File: src/hw/fpu_defines.svh
// field widths, bias, unit round counts and the host register map
// include wherever one of these constants is needed
`ifndef FPU_DEFINES_SVH
`define FPU_DEFINES_SVH

// ieee-754 single precision fields
`define FPU_EXP_W     8
`define FPU_FRAC_W    23
`define FPU_MANT_W    24
`define FPU_EXP_BIAS  8'd127
`define FPU_EXP_INF   8'd255

// add/shift rounds and quotient bits of the iterative units
`define FPU_MUL_ITER  5'd24
`define FPU_DIV_ITER  5'd25

// byte addresses on the host port
`define FPU_ADDR_A0    4'd0
`define FPU_ADDR_B0    4'd4
`define FPU_ADDR_OP    4'd8
`define FPU_ADDR_START 4'd9
`define FPU_ADDR_RES0  4'd9

`endif

File: src/hw/fpu_pkg.sv
// shared types of the fp coprocessor
// blocks refer to them through fpu_pkg:: scoped names
`include "fpu_defines.svh"

package fpu_pkg;

  // host writes the operation code as data bit 0
  typedef enum logic {
    op_mul = 1'b0,
    op_div = 1'b1
  } fpu_op_e;

  // single precision word, sign in the msb
  typedef struct packed {
    logic                   sign;
    logic [`FPU_EXP_W-1:0]  exp;
    logic [`FPU_FRAC_W-1:0] frac;
  } fp_fields_t;

  // register file sees raw bytes
  // units decode the same word into fields
  typedef union packed {
    logic [31:0] raw;
    fp_fields_t  f;
  } fp_word_u;

  // both operands travel together to a unit
  typedef struct packed {
    fp_word_u a;
    fp_word_u b;
  } fpu_operands_t;

  // result word qualified by valid
  typedef struct packed {
    fp_word_u word;
    logic     valid;
  } fpu_result_t;

endpackage

File: src/hw/fpu_bus_regs.sv
// host register file of the coprocessor
// byte lane writes, combinational reads, start request toward the sequencer
`timescale 1ns/10ps
`include "fpu_defines.svh"

module fpu_bus_regs (
  input  logic                   clk,
  input  logic                   arst,
  input  logic                   cs,
  input  logic                   rd,
  input  logic                   wr,
  input  logic [3:0]             addr,
  input  logic [7:0]             databus_in,
  output logic [7:0]             databus_out,
  output fpu_pkg::fpu_operands_t operands,
  output fpu_pkg::fpu_op_e       op,
  output logic                   start_req,
  input  logic                   start_clr,
  input  logic                   busy,
  input  fpu_pkg::fpu_result_t   result
);

  fpu_pkg::fpu_operands_t opnd_q;
  fpu_pkg::fp_word_u      res_q;
  logic                   host_wr;
  logic                   host_rd;

  // strobes are active low
  assign host_wr  = !cs && !wr;
  assign host_rd  = !cs && !rd;
  assign operands = opnd_q;

  // --------------------------------------------------
  // write side
  always_ff @(posedge clk or posedge arst) begin
    if (arst) begin
      // both operands come up as 1.0
      opnd_q.a.raw <= {1'b0, `FPU_EXP_BIAS, {`FPU_FRAC_W{1'b0}}};
      opnd_q.b.raw <= {1'b0, `FPU_EXP_BIAS, {`FPU_FRAC_W{1'b0}}};
      op           <= fpu_pkg::op_mul;
      start_req    <= 1'b0;
      res_q        <= '0;
    end else begin
      if (host_wr) begin
        case (addr)
          `FPU_ADDR_A0:        opnd_q.a.raw[7:0]   <= databus_in;
          `FPU_ADDR_A0 + 4'd1: opnd_q.a.raw[15:8]  <= databus_in;
          `FPU_ADDR_A0 + 4'd2: opnd_q.a.raw[23:16] <= databus_in;
          `FPU_ADDR_A0 + 4'd3: opnd_q.a.raw[31:24] <= databus_in;
          `FPU_ADDR_B0:        opnd_q.b.raw[7:0]   <= databus_in;
          `FPU_ADDR_B0 + 4'd1: opnd_q.b.raw[15:8]  <= databus_in;
          `FPU_ADDR_B0 + 4'd2: opnd_q.b.raw[23:16] <= databus_in;
          `FPU_ADDR_B0 + 4'd3: opnd_q.b.raw[31:24] <= databus_in;
          `FPU_ADDR_OP:        op <= fpu_pkg::fpu_op_e'(databus_in[0]);
          // start only counts when no command is running
          `FPU_ADDR_START:     start_req <= start_req || !busy;
          default: ;
        endcase
      end
      // sequencer took the request
      if (start_clr)
        start_req <= 1'b0;
      // finished result also lands in operand a for chaining
      if (result.valid) begin
        res_q    <= result.word;
        opnd_q.a <= result.word;
      end
    end
  end

  // --------------------------------------------------
  // read side, bus idles at zero
  always_comb begin
    databus_out = 8'h00;
    if (host_rd) begin
      case (addr)
        `FPU_ADDR_A0:          databus_out = opnd_q.a.raw[7:0];
        `FPU_ADDR_A0 + 4'd1:   databus_out = opnd_q.a.raw[15:8];
        `FPU_ADDR_A0 + 4'd2:   databus_out = opnd_q.a.raw[23:16];
        `FPU_ADDR_A0 + 4'd3:   databus_out = opnd_q.a.raw[31:24];
        `FPU_ADDR_B0:          databus_out = opnd_q.b.raw[7:0];
        `FPU_ADDR_B0 + 4'd1:   databus_out = opnd_q.b.raw[15:8];
        `FPU_ADDR_B0 + 4'd2:   databus_out = opnd_q.b.raw[23:16];
        `FPU_ADDR_B0 + 4'd3:   databus_out = opnd_q.b.raw[31:24];
        `FPU_ADDR_OP:          databus_out = {7'd0, op};
        `FPU_ADDR_RES0:        databus_out = res_q.raw[7:0];
        `FPU_ADDR_RES0 + 4'd1: databus_out = res_q.raw[15:8];
        `FPU_ADDR_RES0 + 4'd2: databus_out = res_q.raw[23:16];
        `FPU_ADDR_RES0 + 4'd3: databus_out = res_q.raw[31:24];
        default:               databus_out = 8'h00;
      endcase
    end
  end

  // a start write during a command never raises a new request
  assert property (@(posedge clk) disable iff (arst)
    $rose(start_req) |-> !$past(busy));

endmodule

File: src/hw/fpu_sequencer.sv
// command FSM of the coprocessor
// picks a unit from op, runs the req/ack exchange, drives busy and cmd_end
`timescale 1ns/10ps

module fpu_sequencer (
  input  logic                 clk,
  input  logic                 arst,
  input  logic                 start_req,
  input  fpu_pkg::fpu_op_e     op,
  input  logic                 end_ack,
  output logic                 start_clr,
  output logic                 busy,
  output logic                 cmd_end,
  output logic                 mul_req,
  output logic                 div_req,
  input  logic                 mul_ack,
  input  logic                 div_ack,
  input  fpu_pkg::fpu_result_t mul_res,
  input  fpu_pkg::fpu_result_t div_res,
  output fpu_pkg::fpu_result_t result
);

  localparam logic [1:0] ST_IDLE     = 2'd0;
  localparam logic [1:0] ST_DISPATCH = 2'd1;
  localparam logic [1:0] ST_FINISH   = 2'd2;
  localparam logic [1:0] ST_WAIT_ACK = 2'd3;

  logic [1:0]           state_q;
  fpu_pkg::fpu_op_e     op_q;
  logic                 sel_ack;
  fpu_pkg::fpu_result_t sel_res;

  // unit chosen for the running command
  assign sel_ack   = (op_q == fpu_pkg::op_div) ? div_ack : mul_ack;
  assign sel_res   = (op_q == fpu_pkg::op_div) ? div_res : mul_res;
  // request is consumed as we leave idle
  assign start_clr = (state_q == ST_IDLE) && start_req;

  always_ff @(posedge clk or posedge arst) begin
    if (arst) begin
      state_q <= ST_IDLE;
      op_q    <= fpu_pkg::op_mul;
      busy    <= 1'b0;
      cmd_end <= 1'b0;
      mul_req <= 1'b0;
      div_req <= 1'b0;
      result  <= '0;
    end else begin
      // valid is a single cycle pulse
      result.valid <= 1'b0;
      case (state_q)
        ST_IDLE: begin
          if (start_req) begin
            op_q    <= op;
            mul_req <= (op == fpu_pkg::op_mul);
            div_req <= (op == fpu_pkg::op_div);
            busy    <= 1'b1;
            state_q <= ST_DISPATCH;
          end
        end
        // unit holds its word stable while ack is high
        ST_DISPATCH: begin
          if (sel_ack) begin
            mul_req <= 1'b0;
            div_req <= 1'b0;
            result  <= sel_res;
            state_q <= ST_FINISH;
          end
        end
        // wait for ack to drop, result is stored by now
        ST_FINISH: begin
          if (!sel_ack) begin
            cmd_end <= 1'b1;
            state_q <= ST_WAIT_ACK;
          end
        end
        // host holds end_ack low to keep cmd_end up
        default: begin
          if (end_ack) begin
            busy    <= 1'b0;
            cmd_end <= 1'b0;
            state_q <= ST_IDLE;
          end
        end
      endcase
    end
  end

  // one unit at a time
  assert property (@(posedge clk) disable iff (arst) !(mul_req && div_req));

endmodule

File: src/hw/fpu_mul_unit.sv
// iterative single precision multiplier, truncating
// latches operands on a rising req, raises ack with the result held
`timescale 1ns/10ps
`include "fpu_defines.svh"

module fpu_mul_unit (
  input  logic                   clk,
  input  logic                   arst,
  input  logic                   req,
  input  fpu_pkg::fpu_operands_t operands,
  output logic                   ack,
  output fpu_pkg::fpu_result_t   res
);

  localparam logic [2:0] ST_IDLE  = 3'd0;
  localparam logic [2:0] ST_ADD   = 3'd1;
  localparam logic [2:0] ST_SHIFT = 3'd2;
  localparam logic [2:0] ST_NORM  = 3'd3;
  localparam logic [2:0] ST_DONE  = 3'd4;

  logic [2:0]               state_q;
  logic [4:0]               cnt_q;
  fpu_pkg::fpu_operands_t   opnd_q;
  // product in the upper half, multiplier shifting out below
  logic [2*`FPU_MANT_W:0]   pm_q;
  fpu_pkg::fp_word_u        word_q;
  logic [`FPU_MANT_W-1:0]   ma;
  logic [`FPU_MANT_W-1:0]   mant;
  logic [9:0]               exp_sum;
  logic                     any_zero;

  // hidden one, exponent zero flushes to zero
  assign ma       = {opnd_q.a.f.exp != '0, opnd_q.a.f.frac};
  assign any_zero = (opnd_q.a.f.exp == '0) || (opnd_q.b.f.exp == '0);
  // product in [1,4), bit 47 set means one extra exponent step
  assign mant     = pm_q[47] ? pm_q[47:24] : pm_q[46:23];
  assign exp_sum  = {2'b00, opnd_q.a.f.exp} + {2'b00, opnd_q.b.f.exp}
                  - {2'b00, `FPU_EXP_BIAS} + {9'd0, pm_q[47]};

  // --------------------------------------------------
  // control
  always_ff @(posedge clk or posedge arst) begin
    if (arst) begin
      state_q <= ST_IDLE;
      cnt_q   <= '0;
    end else begin
      case (state_q)
        ST_IDLE: begin
          if (req) begin
            cnt_q   <= '0;
            state_q <= ST_ADD;
          end
        end
        ST_ADD: begin
          cnt_q   <= cnt_q + 5'd1;
          state_q <= ST_SHIFT;
        end
        ST_SHIFT: state_q <= (cnt_q == `FPU_MUL_ITER) ? ST_NORM : ST_ADD;
        ST_NORM:  state_q <= ST_DONE;
        // hold ack until the sequencer drops req
        ST_DONE: begin
          if (!req)
            state_q <= ST_IDLE;
        end
        default:  state_q <= ST_IDLE;
      endcase
    end
  end

  // --------------------------------------------------
  // datapath
  always_ff @(posedge clk) begin
    case (state_q)
      ST_IDLE: begin
        if (req) begin
          opnd_q <= operands;
          pm_q   <= {{(`FPU_MANT_W+1){1'b0}}, operands.b.f.exp != '0, operands.b.f.frac};
        end
      end
      // add multiplicand when the multiplier lsb is set
      ST_ADD: begin
        if (pm_q[0])
          pm_q[48:24] <= pm_q[48:24] + {1'b0, ma};
      end
      ST_SHIFT: pm_q <= pm_q >> 1;
      ST_NORM: begin
        word_q.f.sign <= opnd_q.a.f.sign ^ opnd_q.b.f.sign;
        word_q.f.exp  <= any_zero ? '0 : exp_sum[7:0];
        word_q.f.frac <= any_zero ? '0 : mant[`FPU_FRAC_W-1:0];
      end
      default: ;
    endcase
  end

  assign ack       = (state_q == ST_DONE);
  assign res.word  = word_q;
  assign res.valid = ack;

  // four-phase order, ack only drops after req
  assert property (@(posedge clk) disable iff (arst) $fell(ack) |-> !$past(req));

endmodule

File: src/hw/fpu_div_unit.sv
// iterative single precision divider, restoring, truncating
// latches operands on a rising req, raises ack with the result held
`timescale 1ns/10ps
`include "fpu_defines.svh"

module fpu_div_unit (
  input  logic                   clk,
  input  logic                   arst,
  input  logic                   req,
  input  fpu_pkg::fpu_operands_t operands,
  output logic                   ack,
  output fpu_pkg::fpu_result_t   res
);

  localparam logic [2:0] ST_IDLE  = 3'd0;
  localparam logic [2:0] ST_SUB   = 3'd1;
  localparam logic [2:0] ST_SET   = 3'd2;
  localparam logic [2:0] ST_SHIFT = 3'd3;
  localparam logic [2:0] ST_NORM  = 3'd4;
  localparam logic [2:0] ST_DONE  = 3'd5;

  logic [2:0]             state_q;
  logic [4:0]             cnt_q;
  fpu_pkg::fpu_operands_t opnd_q;
  // partial remainder, stays below twice the divisor
  logic [`FPU_MANT_W:0]   rem_q;
  // trial subtraction, msb is the borrow
  logic [`FPU_MANT_W+1:0] diff_q;
  logic [`FPU_MANT_W:0]   q_q;
  fpu_pkg::fp_word_u      word_q;
  logic [`FPU_MANT_W-1:0] ma_in;
  logic [`FPU_MANT_W-1:0] mb;
  logic [`FPU_MANT_W-1:0] mant;
  logic [9:0]             exp_dif;

  // dividend taken straight from the port on the load cycle
  assign ma_in   = {operands.a.f.exp != '0, operands.a.f.frac};
  assign mb      = {opnd_q.b.f.exp != '0, opnd_q.b.f.frac};
  // quotient in (1/2,2), one exponent less when bit 24 is clear
  assign mant    = q_q[24] ? q_q[24:1] : q_q[23:0];
  assign exp_dif = {2'b00, opnd_q.a.f.exp} - {2'b00, opnd_q.b.f.exp}
                 + {2'b00, `FPU_EXP_BIAS} - {9'd0, !q_q[24]};

  // --------------------------------------------------
  // control, three cycles per quotient bit
  always_ff @(posedge clk or posedge arst) begin
    if (arst) begin
      state_q <= ST_IDLE;
      cnt_q   <= '0;
    end else begin
      case (state_q)
        ST_IDLE: begin
          if (req) begin
            cnt_q   <= '0;
            state_q <= ST_SUB;
          end
        end
        ST_SUB: state_q <= ST_SET;
        ST_SET: begin
          cnt_q   <= cnt_q + 5'd1;
          state_q <= ST_SHIFT;
        end
        ST_SHIFT: state_q <= (cnt_q == `FPU_DIV_ITER) ? ST_NORM : ST_SUB;
        ST_NORM:  state_q <= ST_DONE;
        ST_DONE: begin
          if (!req)
            state_q <= ST_IDLE;
        end
        default:  state_q <= ST_IDLE;
      endcase
    end
  end

  // --------------------------------------------------
  // datapath
  always_ff @(posedge clk) begin
    case (state_q)
      ST_IDLE: begin
        if (req) begin
          opnd_q <= operands;
          rem_q  <= {1'b0, ma_in};
        end
      end
      ST_SUB: diff_q <= {1'b0, rem_q} - {2'b00, mb};
      // no borrow keeps the difference and shifts in a one
      ST_SET: begin
        if (!diff_q[`FPU_MANT_W+1])
          rem_q <= diff_q[`FPU_MANT_W:0];
        q_q <= {q_q[`FPU_MANT_W-1:0], !diff_q[`FPU_MANT_W+1]};
      end
      ST_SHIFT: rem_q <= {rem_q[`FPU_MANT_W-1:0], 1'b0};
      ST_NORM: begin
        word_q.f.sign <= opnd_q.a.f.sign ^ opnd_q.b.f.sign;
        if (opnd_q.a.f.exp == '0) begin
          word_q.f.exp  <= '0;
          word_q.f.frac <= '0;
        end else if (opnd_q.b.f.exp == '0) begin
          // divide by zero gives infinity
          word_q.f.exp  <= `FPU_EXP_INF;
          word_q.f.frac <= '0;
        end else begin
          word_q.f.exp  <= exp_dif[7:0];
          word_q.f.frac <= mant[`FPU_FRAC_W-1:0];
        end
      end
      default: ;
    endcase
  end

  assign ack       = (state_q == ST_DONE);
  assign res.word  = word_q;
  assign res.valid = ack;

  // four-phase order, ack only drops after req
  assert property (@(posedge clk) disable iff (arst) $fell(ack) |-> !$past(req));

endmodule

File: src/hw/fpu_top.sv
// top level of the fp coprocessor
// host register port in front, sequencer and the two iterative units behind it
`timescale 1ns/10ps

module fpu_top (
  input  logic       clk,
  input  logic       arst,
  input  logic       cs,
  input  logic       rd,
  input  logic       wr,
  input  logic [3:0] addr,
  input  logic [7:0] databus_in,
  input  logic       end_ack,
  output logic [7:0] databus_out,
  output logic       cmd_end,
  output logic       busy
);

  fpu_pkg::fpu_operands_t operands;
  fpu_pkg::fpu_op_e       op;
  fpu_pkg::fpu_result_t   result;
  fpu_pkg::fpu_result_t   mul_res;
  fpu_pkg::fpu_result_t   div_res;
  logic                   start_req;
  logic                   start_clr;
  logic                   mul_req;
  logic                   mul_ack;
  logic                   div_req;
  logic                   div_ack;

  fpu_bus_regs regs_i (
    .clk, .arst, .cs, .rd, .wr, .addr, .databus_in, .databus_out,
    .operands, .op, .start_req, .start_clr, .busy, .result
  );

  fpu_sequencer seq_i (
    .clk, .arst, .start_req, .op, .end_ack, .start_clr, .busy, .cmd_end,
    .mul_req, .div_req, .mul_ack, .div_ack, .mul_res, .div_res, .result
  );

  // both units share the operand bus
  fpu_mul_unit mul_i (.clk, .arst, .req(mul_req), .operands, .ack(mul_ack), .res(mul_res));
  fpu_div_unit div_i (.clk, .arst, .req(div_req), .operands, .ack(div_ack), .res(div_res));

endmodule

File: config.mk
export PLATFORM = sky130hd
export DESIGN_NAME = fpu_top
export DESIGN_NICKNAME = d
export VERILOG_FILES = /design/src/hw/fpu_pkg.sv /design/src/hw/fpu_bus_regs.sv /design/src/hw/fpu_sequencer.sv /design/src/hw/fpu_mul_unit.sv /design/src/hw/fpu_div_unit.sv /design/src/hw/fpu_top.sv
export VERILOG_INCLUDE_DIRS = /design/src /design/src/hw
export SDC_FILE = /design/constraint.sdc
export NUM_CORES = 1
export LEC_CHECK = 0
export ABC_AREA = 1
export ABC_CLOCK_PERIOD_IN_PS = 8100
export BUFFER_PORTS_ARGS = -buffer_cell sky130_fd_sc_hd__buf_2
export CORE_UTILIZATION = 45
export DETAILED_ROUTE_END_ITERATION = 8
export PLACE_DENSITY_LB_ADDON = 0.15
export RECOVER_POWER = 25
export SYNTH_ARGS = -nofsm -noshare
export SYNTH_HDL_FRONTEND = slang
export SYNTH_SLANG_ARGS = --single-unit
File: constraint.sdc
create_clock -name clk -period 8.1 [get_ports clk]
set_input_delay 0.405 -clock clk [delete_from_list [all_inputs] [get_ports clk]]
set_output_delay 0.405 -clock clk [all_outputs]
set_load 0.01 [all_outputs]
# ---- Word level (Yosys, flattened, before mapping)
# Cells that the tools add are included.
dict set report word_totals {
  inputBits 18
  elab_cells 209
  ff_bits 471
  out_inout_bits 10
}
dict set report op_classes {
  bitwise_logic 5
  n_reduce_logical 67
  addsub 10
  eq_ne 34
  muxes 56
}
# cell n
set ops {}
lappend ops {{25-bit one-hot mux with 3 select lines} 2}
lappend ops {{8-bit one-hot mux with 13 select lines} 1}
lappend ops {{25-bit two-way mux} 3}
lappend ops {{8-bit two-way mux} 9}
lappend ops {{64-bit two-way mux} 1}
lappend ops {{49-bit two-way mux} 1}
lappend ops {{24-bit one-hot mux with 2 select lines} 1}
lappend ops {{23-bit two-way mux} 2}
lappend ops {{2-bit AND reduction} 19}
lappend ops {{33-bit two-way mux} 1}
lappend ops {{8-bit zero test} 4}
lappend ops {{32-bit two-way mux} 1}
lappend ops {{8-bit nonzero test} 4}
lappend ops {{31-bit two-way mux} 1}
lappend ops {{2-bit nonzero test} 13}
lappend ops {{25-bit by 24-bit subtractor with 26-bit output} 1}
lappend ops {{25-bit by 24-bit adder with 25-bit output} 1}
lappend ops {{4-bit == test (second input constant)} 5}
lappend ops {{5-bit one-hot mux with 2 select lines} 2}
lappend ops {{3-bit one-hot mux with 6 select lines} 1}
lappend ops {{4-bit by 3-bit == test with 1-bit output (second input constant)} 4}
lappend ops {{3-bit two-way mux} 5}
lappend ops {{3-bit one-hot mux with 5 select lines} 1}
lappend ops {{3-bit AND reduction} 5}
lappend ops {{other kinds (34)} 84}

# ---- Longest topological paths before layout
# Gate-level depths: netlist of run 1.
dict set report logic_depth {
  depth_word 5
  depth_mapped 16
  mapped_depth_nobuf 14
}

# ---- Cells and area by module
# A second synthesis of run 1 with hierarchy kept.
dict set report unflattened {
  cells_unflattened 2606
  area_unflattened_um2 22506.6
}
# mod n_inst seq_area_each_um2 area_per_inst_um2 cells_per_inst
set by_module_without_submodules {}
lappend by_module_without_submodules {fpu_div_unit 1 4674.5 8314.2 903}
lappend by_module_without_submodules {fpu_mul_unit 1 3863.7 7377.1 851}
lappend by_module_without_submodules {fpu_bus_regs 1 2469.9 4713.3 610}
lappend by_module_without_submodules {fpu_sequencer 1 1001.0 2102.0 242}

# ---- Worst setup path before layout of run 1
# OpenSTA, ideal clock, no wires.
dict set report synth_timing {
  kind {register to register}
  startpoint {reg div_i.state_q[0]}
  endpoint {reg div_i.opnd_q, in the netlist div_i.mb[0], enable pin}
  setup_time_ps 495
  required_ps 7605
  period_less_slack_ps 3950
  t_arrival_ps 3455
  stages_incl_launch_ff 4
  path_buffers 0
  setup_slack_ps 4150
  cell_sequence {dfrtp_1 nor2_1 inv_1 nor3_1}
}
dict set report synth_between {
  elab_chain_len 2
}
# element line
set synth_lines {}
lappend synth_lines {{start, declared} fpu_div_unit.sv:22} ;# logic [2:0] state_q;
lappend synth_lines {{start signal, assigned} fpu_div_unit.sv:63} ;# ST_SHIFT: state_q <= (cnt_q == `FPU_DIV_ITER) ? ST_NORM : ST_SUB;
lappend synth_lines {{3-bit zero test} fpu_div_unit.sv:77} ;# case (state_q)
lappend synth_lines {{2-bit AND reduction (no line)} -}
lappend synth_lines {{end signal, assigned} fpu_div_unit.sv:80} ;# opnd_q <= operands;
lappend synth_lines {{end, declared} fpu_div_unit.sv:24} ;# fpu_pkg::fpu_operands_t opnd_q;
# Every way passes these cells.
# A chain may end at the register's enable or synchronous reset.

==> results of run 1 <==
-- final cells by class --
cell class	count	area (um2)
diodes	1	2.50
inverters	353	1330
flip-flops and latches	425	12000
multi-input cells	1565	8010
clock buffers	65	1330
clock inverters	20	181
fillers	4370	23100
well taps	607	759
repair buffers	40	234
-- worst max path at each step --
stage,startpoint,to,slack [ns],cells after the start
2_1_floorplan,arst,div_i.cnt_q[0]$_DFFE_PP0P_,3.57,1
3_3_place_gp,mul_i.pm_q[47]$_DFFE_PP_,mul_i.word_q[29]$_SDFFCE_PP0P_,4.61,13
3_5_place_dp,mul_i.pm_q[47]$_DFFE_PP_,mul_i.word_q[29]$_SDFFCE_PP0P_,4.57,13
4_1_cts,mul_i.pm_q[47]$_DFFE_PP_,mul_i.word_q[29]$_SDFFCE_PP0P_,4.55,13
5_1_grt,arst,seq_i.result[0]$_DFF_PP0_,3.64,4
6_report,arst,seq_i.result[0]$_DFF_PP0_,4.30,4
-- logic make-up after synthesis --
logic type	share of synthesized area, %
adder cells (fa/ha/maj)	5.52
buffers and inverters	7.56
flip-flops	55.6
AO/OA/AOI/OAI	10.7
AND/OR/NAND/NOR	19.4
XOR/XNOR	1.22
-- registers in the layout, summed over array words and instances, names as in the netlist, 18 cells and up --
signal           count
regs_i.operands     64
div_i.mb            23
div_i.rem_q         25
div_i.word_q        32
div_i.q_q           25
div_i.diff_q        26
mul_i.opnd_q        18
seq_i.result        33
mul_i.word_q        32
regs_i.res_q        32
mul_i.pm_q          49
div_i.opnd_q        18
mul_i.ma            23
-- timing repair --
action / in CTS / in global routing
hold endpoints to repair: 35 / 0
buffers inserted: 0 / 0
setup endpoints to repair: 0 / 0
gates resized for setup: 0 / 0
hold buffers: 1 / 0
-- layout by cell type, fill, tap and decap left out, drive strengths merged, types with 38 or more instances in the layout --
master,netlist,layout
o21ai,139,139
ha,89,89
a31oi,48,48
nand3,78,78
nand2,712,712
o22ai,38,38
edfxtp,271,271
dfrtp,140,140
o211ai,43,43
clkbuf,25,67
a21oi,122,122
inv,351,352
nor2,187,187
-- critical path: cells and delay by family --
kind | cells | cell delay [ns]
buffers and inverters | 4 | 3.77
-- metrics by stage --
step | setup WS, ns | instances | area (um2) | total power, W | hold WS, ns
finish | 4.30 | 3076 | 23900 | 0.0105 | 0.121
global route | 3.64 | 3075 | 23900 | 0.0112 | 0.186
CTS | 4.55 | 3075 | 23900 | 0.0105 | 0.116
detailed placement | 4.57 | 2989 | 22300 | 0.00835 | 0.441
global placement | 4.61 | 2989 | 22300 | 0.00828 | 0.440
floorplan | 3.57 | 2403 | 21600 | 0.00692 | 0.425
-- power by group through the flow --
stage / Sequential, W / Clock [W] / Combinational [W]
finish: 0.00416 / 0.00211 / 0.00421
global placement: 0.00417 / 0 / 0.00411
floorplan: 0.00390 / 0 / 0.00302
CTS: 0.00416 / 0.00213 / 0.00420
global route: 0.00424 / 0.00221 / 0.00477
detailed placement: 0.00419 / 0 / 0.00417
-- routing by layer --
metal	track usage (%)	vias up	wire length [um]
met5	0	-	0
met4	9.61	0	1950
met3	3.49	109	3860
met2	38.8	582	27600
met1	38.6	8152	29800
li1	-	8031	-
==> reports/qor.csv, run 1 <==
stage,metric,value,unit
sta,Final Hold Violating Endpoints,0,
power,Sequential Power Share,39.7,%
global_route,GRT overflow,0,
global_route,pin count of the biggest net entering global routing,79,
place,Routability Congestion,0.925,
power,Switching Share,41.8,%
critical_path,Crit-path slowest cell,clkinvlp_2,
synth,Yosys reg bits,425,
synth,cell accounting for the most synthesized area,edfxtp_1,
critical_path,crit path kind,primary input to asynchronous set/reset pin,
critical_path,crit end category,asynchronous set/reset pin,
die,IO Pins,28,
critical_path,Crit path largest cell delay,2.07,ns
routing,Antenna Nets Post-Route,0,
sta,pin slew with the least headroom to its limit,3.76,ns
clock_network,root buffer cell,clkbuf_16,
sta,slew margin rel.,-152,%
sta,unrepaired setup endpoints after global routing,no,
critical_path,r2r startpoint,div_i.q_q[24]$_DFFE_PP_,
place,dpl hpwl,47300,um
synth,top-count cell post-synth,nand2_1,
sta,setup violators final,0,
routing,DRC errors left,0,
min_path,hold endpoint,seq_i.cmd_end$_DFFE_PP0P_,
critical_path,Worst EP required,8.59,ns
critical_path,WP data arrival,4.29,ns
power,PD cells,439,nW/um2
critical_path,Worst Setup Start Kind,primary input,
die,die height,221,um
sta,post-route clock period utilization,46.9,%
min_path,min-delay src,end_ack,
routing,vias per inst,5.49,
outcome,failing checks,"capacitance limit, slew limit",
synth,most frequent cells after synthesis,"nand2_1, inv_1, edfxtp_1",
sta,min Tclk post-route,3.80,ns
synth,Synth warnings,0,
global_route,vias in the first global route,15900,
synth,syn_nets,2514,
critical_path,"reg-to-reg slack, setup",4.53,ns
power,NetSw,0.00438,W
critical_path,critical path peak fanout,78,
clock_network,TritonCTS Sinks,425,
synth,syn_area_per_cell,8.99,um2
sta,Layout Skew,0.0248,ns
min_path,hold depth,4,
final_layout,fin nets,2542,
outcome,outcome,"complete, but fails checks",
routing,aggregate routed wire length,63200,um
power,P_int,0.00610,W
routing,DR iter-0 viols,1644,
clock_network,Inserted Clock Buffers,46,
synth,Synth top area share,37.7,%
power,"IR drop worst, VDD",0.000384,V
power,Comb pwr share,40.2,%
sta,TNS Setup,0,ns
clock_network,TritonCTS clock tree,done,
place,IO Port Bufs,27,
routing,vias,16900,
critical_path,R2R depth,11,
global_route,first-pass GRT wire length,96300,um
clock_network,# H-tree levels,2,
min_path,worst hold path class,primary input to flip-flop,
global_route,aggregate global-route resource usage,26.0,%
synth,"Top FF cell, synth",edfxtp_1,
die,Core Region,47000,um2
synth,Cells after Synth,2403,
power,Leakage,10.5,nW
final_layout,post-layout util,50.8,%
final_layout,Area Growth Syn to Fin,10.4,%
clock_network,"CTS clk-pin slew, worst paths",0.06,ns
critical_path,worst reg2reg path endpoint,div_i.word_q[28]$_SDFFCE_PP0P_,
power,Clock power frac,20.1,%
synth,ranking of synthesized cells by area,"edfxtp_1, dfrtp_1, nand2_1",
synth,Post-synth EDFFs,271,
synth,library cells used by synthesis,48,
synth,"Seq/Total Area, Yosys",55.6,%
clock_network,deepest clock path buffer count,3,
synth,Post-Syn Area,21600,um2
final_layout,layout cells sized above 1,6.44,%
synth,"Async S/R FF share, synth",36.2,%
clock_network,clk_lat worst skew,0.59,ns
sta,f_max,263,MHz
global_route,initial antenna violation count,0,
routing,drt first pass iters,7,
critical_path,worst path cell trace,dlygate4sd3_1 > clkbuf_2 > clkinvlp_2 > buf_4,
die,Die Area,48900,um2
routing,drt wl/cell,20.5,um
run,MaxCap Viol Count,2,
die,Initial Util,46.0,%
die,Die W,221,um
die,cell row count,79,
sta,"Slew Viols, Final",90,
No activity file was read; power rests on OpenSTA's default activity.
==> run 2: changes to the inputs <==
- ABC_CLOCK_PERIOD_IN_PS: 8100 -> 3790
- clock period: 8.1 -> 3.79 ns (I/O delays scaled with it)
==> reports/qor.csv, run 2 (same netlist as run 1, synthesis figures left out) <==
stage,metric,value,unit,change
outcome,outcome,"complete, but fails checks",,
outcome,failing checks,"capacitance limit, slew limit",,
final_layout,final std cells w/o fill,3096,,+0.65%
routing,DRC errors left,0,,unchanged
final_layout,most frequent cells in the layout,"nand2_1, inv_1, edfxtp_1, nor2_1, dfrtp_1",,
final_layout,fin nets,2560,,+0.71%
place,IO Port Bufs,27,,unchanged
sta,f_max,375,MHz,
min_path,min-delay src,databus_in[7],,
clock_network,root buffer cell,clkbuf_16,,
global_route,first-pass GRT wire length,97900,um,+1.7%
critical_path,crit path buf inv count,4,,unchanged
critical_path,"reg-to-reg slack, setup",1.25,ns,-3.28 ns
run,MaxCap Viol Count,1,,-1
clock_network,post-CTS sizing,0,,unchanged
die,IO Pins,28,,unchanged
final_layout,layout cells sized above 1,7.19,%,+0.75 points
sta,unrepaired setup endpoints after global routing,no,,
sta,slew margin rel.,-51.1,%,+100 points
sta,Final Hold Violating Endpoints,0,,unchanged
global_route,GRT overflow,0,,unchanged
critical_path,Worst EP required,3.60,ns,-4.99 ns
final_layout,# fillers,4296,,-1.7%
clock_network,"CTS clk-pin slew, worst paths",0.06,ns,about the same
critical_path,worst path cell trace,dlygate4sd3_1 > buf_2 > inv_2 > nor2_2 > nand2_1 > o22ai_1 > nor2_1 > nand2_1 > nor2_1 > nor2_1 > buf_2,,
power,total power,0.0226,W,+120%
final_layout,Area Growth Syn to Fin,11.4,%,
routing,vias,16800,,-0.36%
critical_path,"most used cell, CP",nor2_1,,
routing,drt first pass iters,6,,-1
die,Die Area,48900,um2,unchanged
place,placed cell count,2999,,+0.33%
clock_network,# H-tree levels,2,,unchanged
sta,TNS Setup,0,ns,unchanged
final_layout,"commonest non-fill, non-tap cell in the layout",nand2_1,,
routing,aggregate routed wire length,64000,um,+1.3%
critical_path,crit end category,output pin,,
clock_network,Post CTS Setup Buffer Count,0,,unchanged
critical_path,Crit path largest cell delay,0.53,ns,-1.54 ns
clock_network,Inserted Clock Buffers,48,,+4.3%
final_layout,max reg flops,64,,unchanged
clock_network,CTS hold repair buffers,7,,+6
power,PD cells,937,nW/um2,+110%
die,die height,221,um,unchanged
clock_network,deepest clock path buffer count,3,,unchanged
min_path,worst hold path class,primary input to flip-flop,,
place,dpl hpwl,47500,um,+0.53%
die,Core Region,47000,um2,unchanged
sta,"Slew Viols, Final",155,,+72%
place,Routability Congestion,0.937,,+1.3%
power,Leakage,10.6,nW,+1.0%
critical_path,crit path kind,primary input to output pin,,
critical_path,critical path peak fanout,15,,-81%
sta,Layout Skew,0.0151,ns,-0.00975 ns
die,Die W,221,um,unchanged
global_route,pin count of the biggest net entering global routing,155,,+96%
sta,min Tclk post-route,2.67,ns,
critical_path,Crit path max-delay family,simple AND/OR/NAND/NOR gates,,
clock_network,TritonCTS clock tree,done,,
routing,Antenna Nets Post-Route,0,,unchanged
power,"IR drop worst, VDD",0.000570,V,+49%
routing,DR iter-0 viols,1567,,-4.7%
sta,post-route clock period utilization,70.3,%,
die,Initial Util,46.0,%,unchanged
sta,WHS,0.0217,ns,-0.0992 ns
final_layout,ant diodes,0,,-1
critical_path,WP data arrival,2.48,ns,-1.81 ns
routing,drt wl/cell,20.7,um,+0.61%
routing,vias per inst,5.43,,-1.0%
critical_path,crit path from,addr[0],,
global_route,initial antenna violation count,2,,+2
global_route,vias in the first global route,16200,,+1.7%
global_route,aggregate global-route resource usage,26.4,%,+0.40 points
sta,pin slew with the least headroom to its limit,2.27,ns,-1.49 ns
clock_network,clk_lat worst skew,0.59,ns,about the same
sta,setup violators final,0,,unchanged
die,cell row count,79,,unchanged
critical_path,Worst Setup Start Kind,primary input,,
critical_path,r2r startpoint,div_i.state_q[2]$_DFFE_PP0P_,,
critical_path,Crit-path slowest cell,dlygate4sd3_1,,
clock_network,TritonCTS Sinks,425,,unchanged
final_layout,post-layout util,51.3,%,+0.49 points
-- run 2: tightest hold or removal path, cell delays in order --
cell	delay (ns)
buf_2	0.10
inv_1	0.13
o21ai_1	0.15
-- run 2: power by group --
group	internal [W]	total, W	switching (W)
combinational	0.00290	0.00905	0.00615
sequential	0.00757	0.00885	0.00128
clock	0.00267	0.00468	0.00200
-- run 2: routing by layer --
metal	wire (um)	share of wire (%)	track usage (%)
met1	29300	46	38.3
met3	4390	6.9	4.24
met4	1330	2.1	7.06
met2	28900	45	41.1
met5	28	0.044	0
-- run 2: path summary, 6_finish.rpt --
| path | endpoint | cells after the start |
|---|---|---|
| setup / recovery | databus_out[3] | 11 |
| hold / removal | regs_i.operands[15]$_DFFE_PP0P_ | 3 |
| setup reg to reg | div_i.rem_q[2]$_DFFE_PP_ | 6 |
| hold reg to reg | div_i.q_q[1]$_DFFE_PP_ | 0 |
| max in group asynchronous | seq_i.result[0]$_DFF_PP0_ | 4 |
| min in group asynchronous | regs_i.res_q[31]$_DFFE_PP0P_ | 4 |
-- run 2: area by class of cell --
class,instances,area (um2),area share [%]
inverter,353,1330,5.52
clock buffer,59,1300,5.41
multi-input combinational,1565,8030,33.3
sequential,425,12000,49.9
timing repair buffer,56,369,1.53
clock inverter,31,287,1.19
tap,607,759,3.15
-- run 2: through the flow --
stage	setup WS (ns)	area, um2
after floorplan	0.811	21600
after global placement	1.30	22400
final	1.12	24100
after CTS	1.23	24100
after detailed placement	1.29	22400
after global routing	0.800	24100
